<file path="src/rtl/fpc_pkg.sv">
package fpc_pkg;

  // ====================================================================
  // Widths and lane count
  // ====================================================================
  localparam int HALF_W    = 32;
  localparam int WORD_W    = 2 * HALF_W;
  localparam int TAG_W     = 4;
  localparam int NUM_LANES = 3;

  typedef logic [WORD_W-1:0] fpc_word_t;  // Low single in [31:0], high above
  typedef logic [HALF_W-1:0] fpc_half_t;
  typedef logic [TAG_W-1:0]  fpc_tag_t;
  typedef logic [4:0]        fpc_flags_t; // {lt, eq, gt, unord, inv}
  typedef logic [1:0]        lane_sel_t;

  // ====================================================================
  // Flag bit positions
  // ====================================================================
  localparam int FLAG_LT  = 4;
  localparam int FLAG_EQ  = 3;
  localparam int FLAG_GT  = 2;
  localparam int FLAG_UN  = 1;
  localparam int FLAG_INV = 0;

  // Single-precision constants
  localparam fpc_half_t  CANON_NAN = 32'h7FC0_0000;
  localparam logic [7:0] EXP_ONES  = 8'hFF;

  // ====================================================================
  // Encodings
  // ====================================================================
  typedef enum logic [2:0] {
    OP_CMP_LO = 3'd0,  // Flags from low half
    OP_CMP_HI = 3'd1,  // Flags from high half
    OP_MIN    = 3'd2,
    OP_MAX    = 3'd3,
    OP_ABS    = 3'd4,
    OP_NEG    = 3'd5,
    OP_SGNJ   = 3'd6   // Magnitude of a, sign of b
  } fpc_op_t;

  typedef enum logic [1:0] {
    ST_IDLE   = 2'd0,
    ST_UNPACK = 2'd1,
    ST_CMP    = 2'd2,
    ST_PACK   = 2'd3
  } fpc_lane_state_t;

endpackage
</file>
<file path="src/rtl/fpc_cluster.sv">
`timescale 1ns/1ns

module fpc_cluster (
  input  logic                clk,
  input  logic                arst_n,
  // Issue port
  input  logic                in_valid,
  input  fpc_pkg::fpc_op_t    in_op,
  input  fpc_pkg::fpc_word_t  in_a,
  input  fpc_pkg::fpc_word_t  in_b,
  input  fpc_pkg::fpc_tag_t   in_tag,
  output logic                in_ready,
  // Result port
  output logic                out_valid,
  output fpc_pkg::fpc_word_t  out_result,
  output fpc_pkg::fpc_flags_t out_flags,
  output fpc_pkg::fpc_tag_t   out_tag,
  input  logic                flags_clr,
  output logic                flags_sticky
);
  import fpc_pkg::*;

  logic [NUM_LANES-1:0] lane_start;
  logic [NUM_LANES-1:0] lane_busy;
  logic [NUM_LANES-1:0] lane_done;
  fpc_op_t              lane_op;     // Shared payload to all lanes
  fpc_word_t            lane_a;
  fpc_word_t            lane_b;
  fpc_tag_t             lane_tag;
  fpc_word_t            lane_result [NUM_LANES];
  fpc_flags_t           lane_flags [NUM_LANES];
  fpc_tag_t             lane_res_tag [NUM_LANES];

  fpc_dispatch u_dispatch (
    .clk(clk), .arst_n(arst_n),
    .in_valid(in_valid), .in_op(in_op), .in_a(in_a), .in_b(in_b), .in_tag(in_tag),
    .in_ready(in_ready),
    .lane_busy(lane_busy), .lane_start(lane_start),
    .lane_op(lane_op), .lane_a(lane_a), .lane_b(lane_b), .lane_tag(lane_tag)
  );

  // ====================================================================
  // Lanes
  // ====================================================================
  for (genvar i = 0; i < NUM_LANES; i++) begin : g_lane
    fpc_lane u_lane (
      .clk(clk), .arst_n(arst_n),
      .start(lane_start[i]), .op(lane_op), .a(lane_a), .b(lane_b), .tag(lane_tag),
      .busy(lane_busy[i]), .done(lane_done[i]),
      .result(lane_result[i]), .flags(lane_flags[i]), .res_tag(lane_res_tag[i])
    );
  end

  fpc_retire u_retire (
    .clk(clk), .arst_n(arst_n),
    .done(lane_done),
    .lane_result(lane_result), .lane_flags(lane_flags), .lane_tag(lane_res_tag),
    .flags_clr(flags_clr),
    .out_valid(out_valid), .out_result(out_result), .out_flags(out_flags),
    .out_tag(out_tag), .flags_sticky(flags_sticky)
  );

endmodule

</file>
<file path="src/rtl/fpc_retire.sv">
`timescale 1ns/1ns

module fpc_retire (
  input  logic                          clk,
  input  logic                          arst_n,
  input  logic [fpc_pkg::NUM_LANES-1:0] done,
  input  fpc_pkg::fpc_word_t            lane_result [fpc_pkg::NUM_LANES],
  input  fpc_pkg::fpc_flags_t           lane_flags [fpc_pkg::NUM_LANES],
  input  fpc_pkg::fpc_tag_t             lane_tag [fpc_pkg::NUM_LANES],
  input  logic                          flags_clr,
  output logic                          out_valid,
  output fpc_pkg::fpc_word_t            out_result,
  output fpc_pkg::fpc_flags_t           out_flags,
  output fpc_pkg::fpc_tag_t             out_tag,
  output logic                          flags_sticky
);
  import fpc_pkg::*;

  lane_sel_t  sel;
  fpc_flags_t sel_flags;
  logic       any_done;
  logic       retire_inv;

  // Lowest index wins, scanned from the top down
  always_comb begin
    sel = '0;
    for (int i = NUM_LANES - 1; i >= 0; i--) begin
      if (done[i]) begin
        sel = lane_sel_t'(i);
      end
    end
  end

  assign any_done   = |done;
  assign sel_flags  = lane_flags[sel];
  assign retire_inv = any_done & sel_flags[FLAG_INV];

  // ====================================================================
  // Result port and sticky flag
  // ====================================================================
  always_ff @(posedge clk or negedge arst_n) begin
    if (!arst_n) begin
      out_valid    <= 1'b0;
      flags_sticky <= 1'b0;
    end else begin
      out_valid <= any_done;
      if (retire_inv) begin
        flags_sticky <= 1'b1;  // New invalid beats the clear
      end else if (flags_clr) begin
        flags_sticky <= 1'b0;
      end
    end
  end

  always_ff @(posedge clk) begin
    if (any_done) begin
      out_result <= lane_result[sel];
      out_flags  <= sel_flags;
      out_tag    <= lane_tag[sel];
    end
  end

endmodule

</file>
<file path="src/rtl/fpc_lane.sv">
`timescale 1ns/1ns

module fpc_lane (
  input  logic                clk,
  input  logic                arst_n,
  input  logic                start,
  input  fpc_pkg::fpc_op_t    op,
  input  fpc_pkg::fpc_word_t  a,
  input  fpc_pkg::fpc_word_t  b,
  input  fpc_pkg::fpc_tag_t   tag,
  output logic                busy,
  output logic                done,
  output fpc_pkg::fpc_word_t  result,
  output fpc_pkg::fpc_flags_t flags,
  output fpc_pkg::fpc_tag_t   res_tag
);
  import fpc_pkg::*;

  fpc_lane_state_t state;
  fpc_op_t         op_q;      // Op for the CMP stage
  fpc_op_t         op_pk;     // Delayed copy for PACK
  fpc_tag_t        tag_q;
  fpc_half_t       a_h [2];   // Index 0 is the low half
  fpc_half_t       b_h [2];

  // Unpack stage
  logic [1:0] nan_a_d, nan_b_d, zero_a_d, zero_b_d;
  logic [1:0] nan_a_q, nan_b_q, zero_a_q, zero_b_q;
  fpc_half_t  key_a_d [2];
  fpc_half_t  key_b_d [2];
  fpc_half_t  key_a_q [2];
  fpc_half_t  key_b_q [2];

  // Compare stage
  fpc_half_t  res_d [2];
  fpc_half_t  res_q [2];
  fpc_flags_t flg_d [2];
  fpc_flags_t flg_q [2];

  // ====================================================================
  // Classification and order key
  // ====================================================================
  always_comb begin
    for (int h = 0; h < 2; h++) begin
      nan_a_d[h]  = (a_h[h][30:23] == EXP_ONES) && (a_h[h][22:0] != '0);
      nan_b_d[h]  = (b_h[h][30:23] == EXP_ONES) && (b_h[h][22:0] != '0);
      zero_a_d[h] = a_h[h][30:0] == '0;
      zero_b_d[h] = b_h[h][30:0] == '0;
      // Negative values invert so unsigned order matches numeric order
      key_a_d[h] = a_h[h][31] ? ~a_h[h] : {1'b1, a_h[h][30:0]};
      key_b_d[h] = b_h[h][31] ? ~b_h[h] : {1'b1, b_h[h][30:0]};
    end
  end

  // ====================================================================
  // Per-half compare and sign operations
  // ====================================================================
  always_comb begin
    logic      unord, eq, lt, gt;
    fpc_half_t mn, mx;
    for (int h = 0; h < 2; h++) begin
      unord = nan_a_q[h] | nan_b_q[h];
      eq    = ~unord & ((key_a_q[h] == key_b_q[h]) | (zero_a_q[h] & zero_b_q[h]));
      lt    = ~unord & ~eq & (key_a_q[h] < key_b_q[h]);
      gt    = ~unord & ~eq & ~lt;

      if (nan_a_q[h] && nan_b_q[h]) begin
        mn = CANON_NAN;
        mx = CANON_NAN;
      end else if (nan_a_q[h]) begin
        mn = b_h[h];                                      // Other input wins
        mx = b_h[h];
      end else if (nan_b_q[h]) begin
        mn = a_h[h];
        mx = a_h[h];
      end else begin
        mn = (key_a_q[h] < key_b_q[h]) ? a_h[h] : b_h[h]; // -0 sorts below +0
        mx = (key_a_q[h] < key_b_q[h]) ? b_h[h] : a_h[h];
      end

      flg_d[h] = '0;
      if (op_q inside {OP_CMP_LO, OP_CMP_HI, OP_MIN, OP_MAX}) begin
        flg_d[h][FLAG_LT]  = lt;
        flg_d[h][FLAG_EQ]  = eq;
        flg_d[h][FLAG_GT]  = gt;
        flg_d[h][FLAG_UN]  = unord;
        flg_d[h][FLAG_INV] = unord;
      end

      case (op_q)
        OP_MIN:  res_d[h] = mn;
        OP_MAX:  res_d[h] = mx;
        OP_ABS:  res_d[h] = {1'b0, a_h[h][30:0]};
        OP_NEG:  res_d[h] = {~a_h[h][31], a_h[h][30:0]};
        OP_SGNJ: res_d[h] = {b_h[h][31], a_h[h][30:0]};
        default: res_d[h] = '0;                           // Compare ops
      endcase
    end
  end

  // ====================================================================
  // Control and stage registers
  // ====================================================================
  always_ff @(posedge clk or negedge arst_n) begin
    if (!arst_n) begin
      state <= ST_IDLE;
    end else begin
      case (state)
        ST_IDLE:   if (start) state <= ST_UNPACK;
        ST_UNPACK: state <= ST_CMP;
        ST_CMP:    state <= ST_PACK;
        default:   state <= ST_IDLE;
      endcase
    end
  end

  always_ff @(posedge clk) begin
    if (state == ST_IDLE && start) begin
      a_h[0] <= a[HALF_W-1:0];
      a_h[1] <= a[WORD_W-1:HALF_W];
      b_h[0] <= b[HALF_W-1:0];
      b_h[1] <= b[WORD_W-1:HALF_W];
      op_q   <= op;
      tag_q  <= tag;
    end
    if (state == ST_UNPACK) begin
      nan_a_q  <= nan_a_d;
      nan_b_q  <= nan_b_d;
      zero_a_q <= zero_a_d;
      zero_b_q <= zero_b_d;
      key_a_q  <= key_a_d;
      key_b_q  <= key_b_d;
    end
    if (state == ST_CMP) begin
      res_q <= res_d;
      flg_q <= flg_d;
      op_pk <= op_q;
    end
  end

  assign busy    = state != ST_IDLE;
  assign done    = state == ST_PACK;
  assign result  = {res_q[1], res_q[0]};
  assign flags   = (op_pk == OP_CMP_HI) ? flg_q[1] : flg_q[0];
  assign res_tag = tag_q;

endmodule

</file>
<file path="src/rtl/fpc_dispatch.sv">
`timescale 1ns/1ns

module fpc_dispatch (
  input  logic                           clk,
  input  logic                           arst_n,
  input  logic                           in_valid,
  input  fpc_pkg::fpc_op_t               in_op,
  input  fpc_pkg::fpc_word_t             in_a,
  input  fpc_pkg::fpc_word_t             in_b,
  input  fpc_pkg::fpc_tag_t              in_tag,
  output logic                           in_ready,
  input  logic [fpc_pkg::NUM_LANES-1:0]  lane_busy,
  output logic [fpc_pkg::NUM_LANES-1:0]  lane_start,
  output fpc_pkg::fpc_op_t               lane_op,
  output fpc_pkg::fpc_word_t             lane_a,
  output fpc_pkg::fpc_word_t             lane_b,
  output fpc_pkg::fpc_tag_t              lane_tag
);
  import fpc_pkg::*;

  logic [NUM_LANES-1:0] idle;
  logic                 accept;
  lane_sel_t            ptr;     // Round-robin start point
  lane_sel_t            pick;

  // A lane being started this cycle is not busy yet but is taken
  assign idle     = ~lane_busy & ~lane_start;
  assign in_ready = |idle;
  assign accept   = in_valid & in_ready;

  // ====================================================================
  // First idle lane at or after the pointer
  // ====================================================================
  always_comb begin
    int   idx;
    logic found;
    found = 1'b0;
    pick  = ptr;
    for (int k = 0; k < NUM_LANES; k++) begin
      idx = (int'(ptr) + k) % NUM_LANES;
      if (!found && idle[idx]) begin
        found = 1'b1;
        pick  = lane_sel_t'(idx);
      end
    end
  end

  always_ff @(posedge clk or negedge arst_n) begin
    if (!arst_n) begin
      ptr        <= '0;
      lane_start <= '0;
    end else begin
      lane_start <= '0;
      if (accept) begin
        lane_start[pick] <= 1'b1;                        // One-cycle pulse
        ptr <= (pick == lane_sel_t'(NUM_LANES - 1)) ? '0 : pick + 1'b1;
      end
    end
  end

  // Shared payload, held until the next accept
  always_ff @(posedge clk) begin
    if (accept) begin
      lane_op  <= in_op;
      lane_a   <= in_a;
      lane_b   <= in_b;
      lane_tag <= in_tag;
    end
  end

endmodule

</file>
<file path="config.mk">
export PLATFORM = sky130hd
export DESIGN_NAME = fpc_cluster
export DESIGN_NICKNAME = d
export VERILOG_FILES = /design/src/rtl/fpc_pkg.sv /design/src/rtl/fpc_cluster.sv /design/src/rtl/fpc_retire.sv /design/src/rtl/fpc_lane.sv /design/src/rtl/fpc_dispatch.sv
export SDC_FILE = /design/constraint.sdc
export NUM_CORES = 2
export LEC_CHECK = 0
export BUFFER_PORTS_ARGS = -buffer_cell sky130_fd_sc_hd__buf_4
export CAP_MARGIN = 20
export CORE_MARGIN = 5
export CORE_UTILIZATION = 55
export DETAILED_ROUTE_END_ITERATION = 6
export PLACE_DENSITY = 0.72
export SETUP_SLACK_MARGIN = 0.05
export SLEW_MARGIN = 20
export SYNTH_ARGS = -nofsm -noshare
export SYNTH_HDL_FRONTEND = slang
export SYNTH_SLANG_ARGS = --single-unit
export TNS_END_PERCENT = 10
</file>
<file path="constraint.sdc">
create_clock -name clk -period 6.8 [get_ports clk]
set_input_delay 0 -clock clk [delete_from_list [all_inputs] [get_ports clk]]
set_output_delay 0 -clock clk [all_outputs]
set_load 0.02 [all_outputs]
</file>
==> summary.md <==
| Metric | Value |
|---|---|
| Outcome | finished with violations |
| Failing checks | antenna rules |
| DRT iter0 DRCs | 3,953 |
| Die extent in x | 321 microns |
| Final standard cell utilization of the core | 65.3% |
| Area share of the leading cell type in the synthesized netlist | 70.2% |
| Clock group share of total power | 25.1% |
| Fraction of the yosys area taken by sequential cells | 70.8% |
| Synthesized cell area | 53,200 sq um |
| Area taken by flip-flops and latches | 37,700 sq um |
| Non-filler cells, final | 5,405 |
| Cell area after layout | 62,900 sq um |
| Area used by multi-input combinational logic | 14,200 sq um |
| Final worst path period need | 4.01 ns |
| Buffers added on ports | 214 |
| Logic pwr share | 26.0% |
| Placed wire-length estimate after detailed placement | 91,000 microns |
| Final worst hold slack | 0.0338 ns |
| Worst hold path class | in -> reg |
| Total Routing Usage GR | 26.5% |
| Total internal power | 17.6 mW |
| Predominant post-synthesis flop cell | sky130_fd_sc_hd__edfxtp_1 |
| Global-route wire length before repair | 205,000 microns |
| Data required time at the worst endpoint | 7.25 ns |
| Total negative slack | 0 ns |
| DP Cell Count | 4,912 |
| Final count of hold timing violations | 0 |
| Worst voltage drop across the vdd grid | 0.273 mV |
| Library cell occupying the most area in the post-synthesis netlist | sky130_fd_sc_hd__edfxtp_1 |
| Startpoint types | flip-flop |
| Slowest CP cell | sky130_fd_sc_hd__nor3_1 |
| Number of maximum-capacitance violations | 0 |
| Synth async-reset ratio | 1.03% |
| Total congestion overflow after global routing | 0 |
| Initial cell density of the core | 55.2% |
| Row Count | 114 |
| DP Area | 56,400 sq um |
| Number of ports placed on the die boundary | 215 |
| Via density per instance | 6.06 |
| Critical path start-end classification | reg -> reg |
| Pins over their slew limit | 0 |
| Number of iterations in the first detailed-routing pass | 6 |
| Overall Power | 26.3 mW |
| Clock sink count | 1,258 |
| Sw frac | 33.2% |
| RSZ-0062 raised after global routing | no |
| Worst-path clk slew | 0.06 ns |
| Post-placement setup slack | 2.71 ns |
| Number of enable flip-flop cells after synthesis | 1,245 |
| Count of H-tree levels built during CTS | 3 |
| YS warnings | 0 |
| Post-CTS Setup Inserts | 0 |
| Number of antenna violations at the first check in global routing | 3 |
| Cell count after synthesis | 3,515 |
| Number of nets produced by synthesis | 3,860 |
| Register share of total power | 48.9% |
| Net switching power of the design | 8.73 mW |
| Routed len/inst | 25.8 microns |
| Clk Latency, worst-skew pair | 0.74 ns |
| Synth-to-Final Area Change | 18.2% |
| Max Fclk | 0.250 GHz |
| Share of the cycle needed by the critical path after routing | 58.9% |
| Synthesized area per cell | 15.1 sq um |
| Remaining design rule violation count | 0 |
| Number of unique standard cell types used by synthesis | 67 |
| # fillers | 6,706 |
| Power density of the placed cells | 418 nW/um^2 |
| Overall die area | 103,000 sq um |
| Worst-path cell chain | ha_1 > nand4_1 > or4_1 > nor3_1 > o31ai_1 > a21o_2 > a32o_1 |
| Synthesis-stage register bit count | 1,258 |
| Vias after detailed routing | 32,700 |
| Worst min-delay path startpoint | in_b[38] |
| Vert. Die Dim | 321 microns |
| Ranking of synthesized cells by area | sky130_fd_sc_hd__edfxtp_1 70%, sky130_fd_sc_hd__xor2_1 6.1%, sky130_fd_sc_hd__ha_1 4.8%, sky130_fd_sc_hd__a32o_1 2.6%, sky130_fd_sc_hd__inv_1 1.7% |
| Largest net degree at the start of global routing | 73 |
| Endpoint type of the worst setup path | flip-flop |
| Final critical-path setup slack | 2.79 ns |
| Final antenna-violating net count | 1 |
| Actual slew at the worst max-slew pin | 1.11 ns |
| Core area | 96,400 sq um |
| Final weighted congestion of routability-driven global placement | 0.894 |
| TritonCTS clock tree | built |
| Maximum fanout along the worst path | 22 |
| Clk root buf | sky130_fd_sc_hd__clkbuf_16 |
| Largest stage delay on the critical path | 0.78 ns |
| Critical R2R Launch | g_lane[2].u_lane.key_a_q[62]$_DFFE_PP_ |
| Fraction of final layout cells sized beyond drive strength 1 | 11.8% |
| Vias in the first global route | 32,400 |
| WP data arrival | 4.46 ns |
| Launching element of the worst setup path | g_lane[2].u_lane.key_a_q[62]$_DFFE_PP_ |
| Leakage power summed over all cells | 22.8 nW |
| Total CTS buffers | 121 |
| Routed wire length | 139,000 microns |
| Clock tree buffer depth | 3 |
| Worst relative slew slack | 26.0% |
| Worst clock skew | 0.0460 ns |
| Setup-violating endpoint count in the final report | 0 |
| Count of nets after finishing | 4,367 |
power groups by stage:
stage | Sequential, mW | Combinational (mW) | Clock (mW)
6_report | 12.9 | 6.85 | 6.60
5_1_grt | 13.0 | 7.39 | 7.02
4_1_cts | 12.8 | 6.79 | 6.65
3_5_place_dp | 13.0 | 6.61 | 0
3_3_place_gp | 12.9 | 6.48 | 0
2_1_floorplan | 13.0 | 3.85 | 0
worst paths after layout:
path                       slack, ns  cells after the start                                    end
max                             2.79                      7  g_lane[2].u_lane.result[17]$_DFFE_PP_
min                             0.03                      2        u_dispatch.lane_b[38]$_DFFE_PP_
max reg2reg                     2.79                      7  g_lane[2].u_lane.result[17]$_DFFE_PP_
min reg2reg                     0.47                      0  g_lane[0].u_lane.b_h[0][31]$_DFFE_PP_
max in group asynchronous       6.00                      3          u_dispatch.ptr[1]$_DFFE_PN0P_
min in group asynchronous       0.37                      3      u_retire.flags_sticky$_DFFE_PN0P_
cell usage after synthesis, drive strengths merged, types with 6 or more instances:
library cell	instances
edfxtp	1245
xor2	372
inv	242
ha	206
nand2	185
a32o	140
a21oi	122
o21ai	118
nor2	108
clkbuf	104
nor4	96
nand4	81
mux2i	80
nor3	50
nand2b	39
buf	38
a22o	32
nand3	28
nor2b	23
and3	19
o221ai	17
dfrtp	13
a21o	12
or4	12
a211oi	10
a31oi	10
o2bb2ai	10
o211ai	9
a221oi	8
o22ai	8
or2	8
and4	7
o31ai	7
a31o	6
or3	6
cell usage in the layout, fill, tap and decap left out, types with 13 or more instances in the layout:
cell / n
sky130_fd_sc_hd__clkbuf_16: 122
sky130_fd_sc_hd__o21ai_0: 111
sky130_fd_sc_hd__a22o_1: 32
sky130_fd_sc_hd__nor2b_1: 21
sky130_fd_sc_hd__a21oi_1: 122
sky130_fd_sc_hd__a32o_1: 140
sky130_fd_sc_hd__edfxtp_1: 1245
sky130_fd_sc_hd__nand4_1: 80
sky130_fd_sc_hd__nand2_1: 185
sky130_fd_sc_hd__ha_1: 200
sky130_fd_sc_hd__clkinv_2: 22
sky130_fd_sc_hd__nor2_1: 103
sky130_fd_sc_hd__nand2b_1: 39
sky130_fd_sc_hd__xor2_1: 372
sky130_fd_sc_hd__mux2i_1: 80
sky130_fd_sc_hd__nor3_1: 48
sky130_fd_sc_hd__clkinv_1: 23
sky130_fd_sc_hd__nand3_1: 28
sky130_fd_sc_hd__dlygate4sd3_1: 263
sky130_fd_sc_hd__inv_1: 241
sky130_fd_sc_hd__buf_4: 263
sky130_fd_sc_hd__clkbuf_1: 28
sky130_fd_sc_hd__o221ai_1: 17
sky130_fd_sc_hd__and3_1: 18
sky130_fd_sc_hd__dfrtp_1: 13
sky130_fd_sc_hd__nor4_1: 96
critical path: cells and delay by family (launching register included):
kind	cells	cell delay, ns
simple gates	3	1.81
compound gates	3	1.18
fa+ha+maj	1	0.35
flops	1	0.38
logic make-up after synthesis:
family	Yosys count	share of synthesized area [%]
compound gates	539	7.38
mux	84	1.59
fa+ha+maj	206	4.84
simple gates	672	6.46
buf+inv	384	2.79
xor+xnor	372	6.12
flops	1258	70.8
cell type report:
type	instances	share of cell area, %
Clock buffer	150	5.02
Tap cell	1276	2.54
Inverter	242	1.45
Antenna cell	6	0.0239
Multi-Input combinational cell	1873	22.6
Timing Repair Buffer	526	7.32
Clock inverter	74	1.14
Sequential cell	1258	59.9
repair_timing:
action / CTS / global route
endpoints found under the setup margin: 0 / 0
resized for setup: 0 / 0
hold endpoints to repair: 177 / 3
hold buffers: 260 / 3
registers in the layout (all words and copies together) (netlist names), 24 cells and up:
name                   count
g_lane.u_lane.a_h        192
g_lane.u_lane.b_h        192
g_lane.u_lane.key_a_q    192
g_lane.u_lane.key_b_q    192
g_lane.u_lane.result     192
u_dispatch.lane_a         64
u_dispatch.lane_b         64
u_retire.out_result       64
g_lane.u_lane.flg_q       24
layer usage:
metal,vias to the layer above,global-route usage [%],wire (microns)
li1,14400,-,-
met1,16300,37.7,56100
met2,1731,41.4,64100
met3,294,5.88,14300
met4,2,8.45,4750
met5,-,0,15
Power figures use the tool's default switching activity.
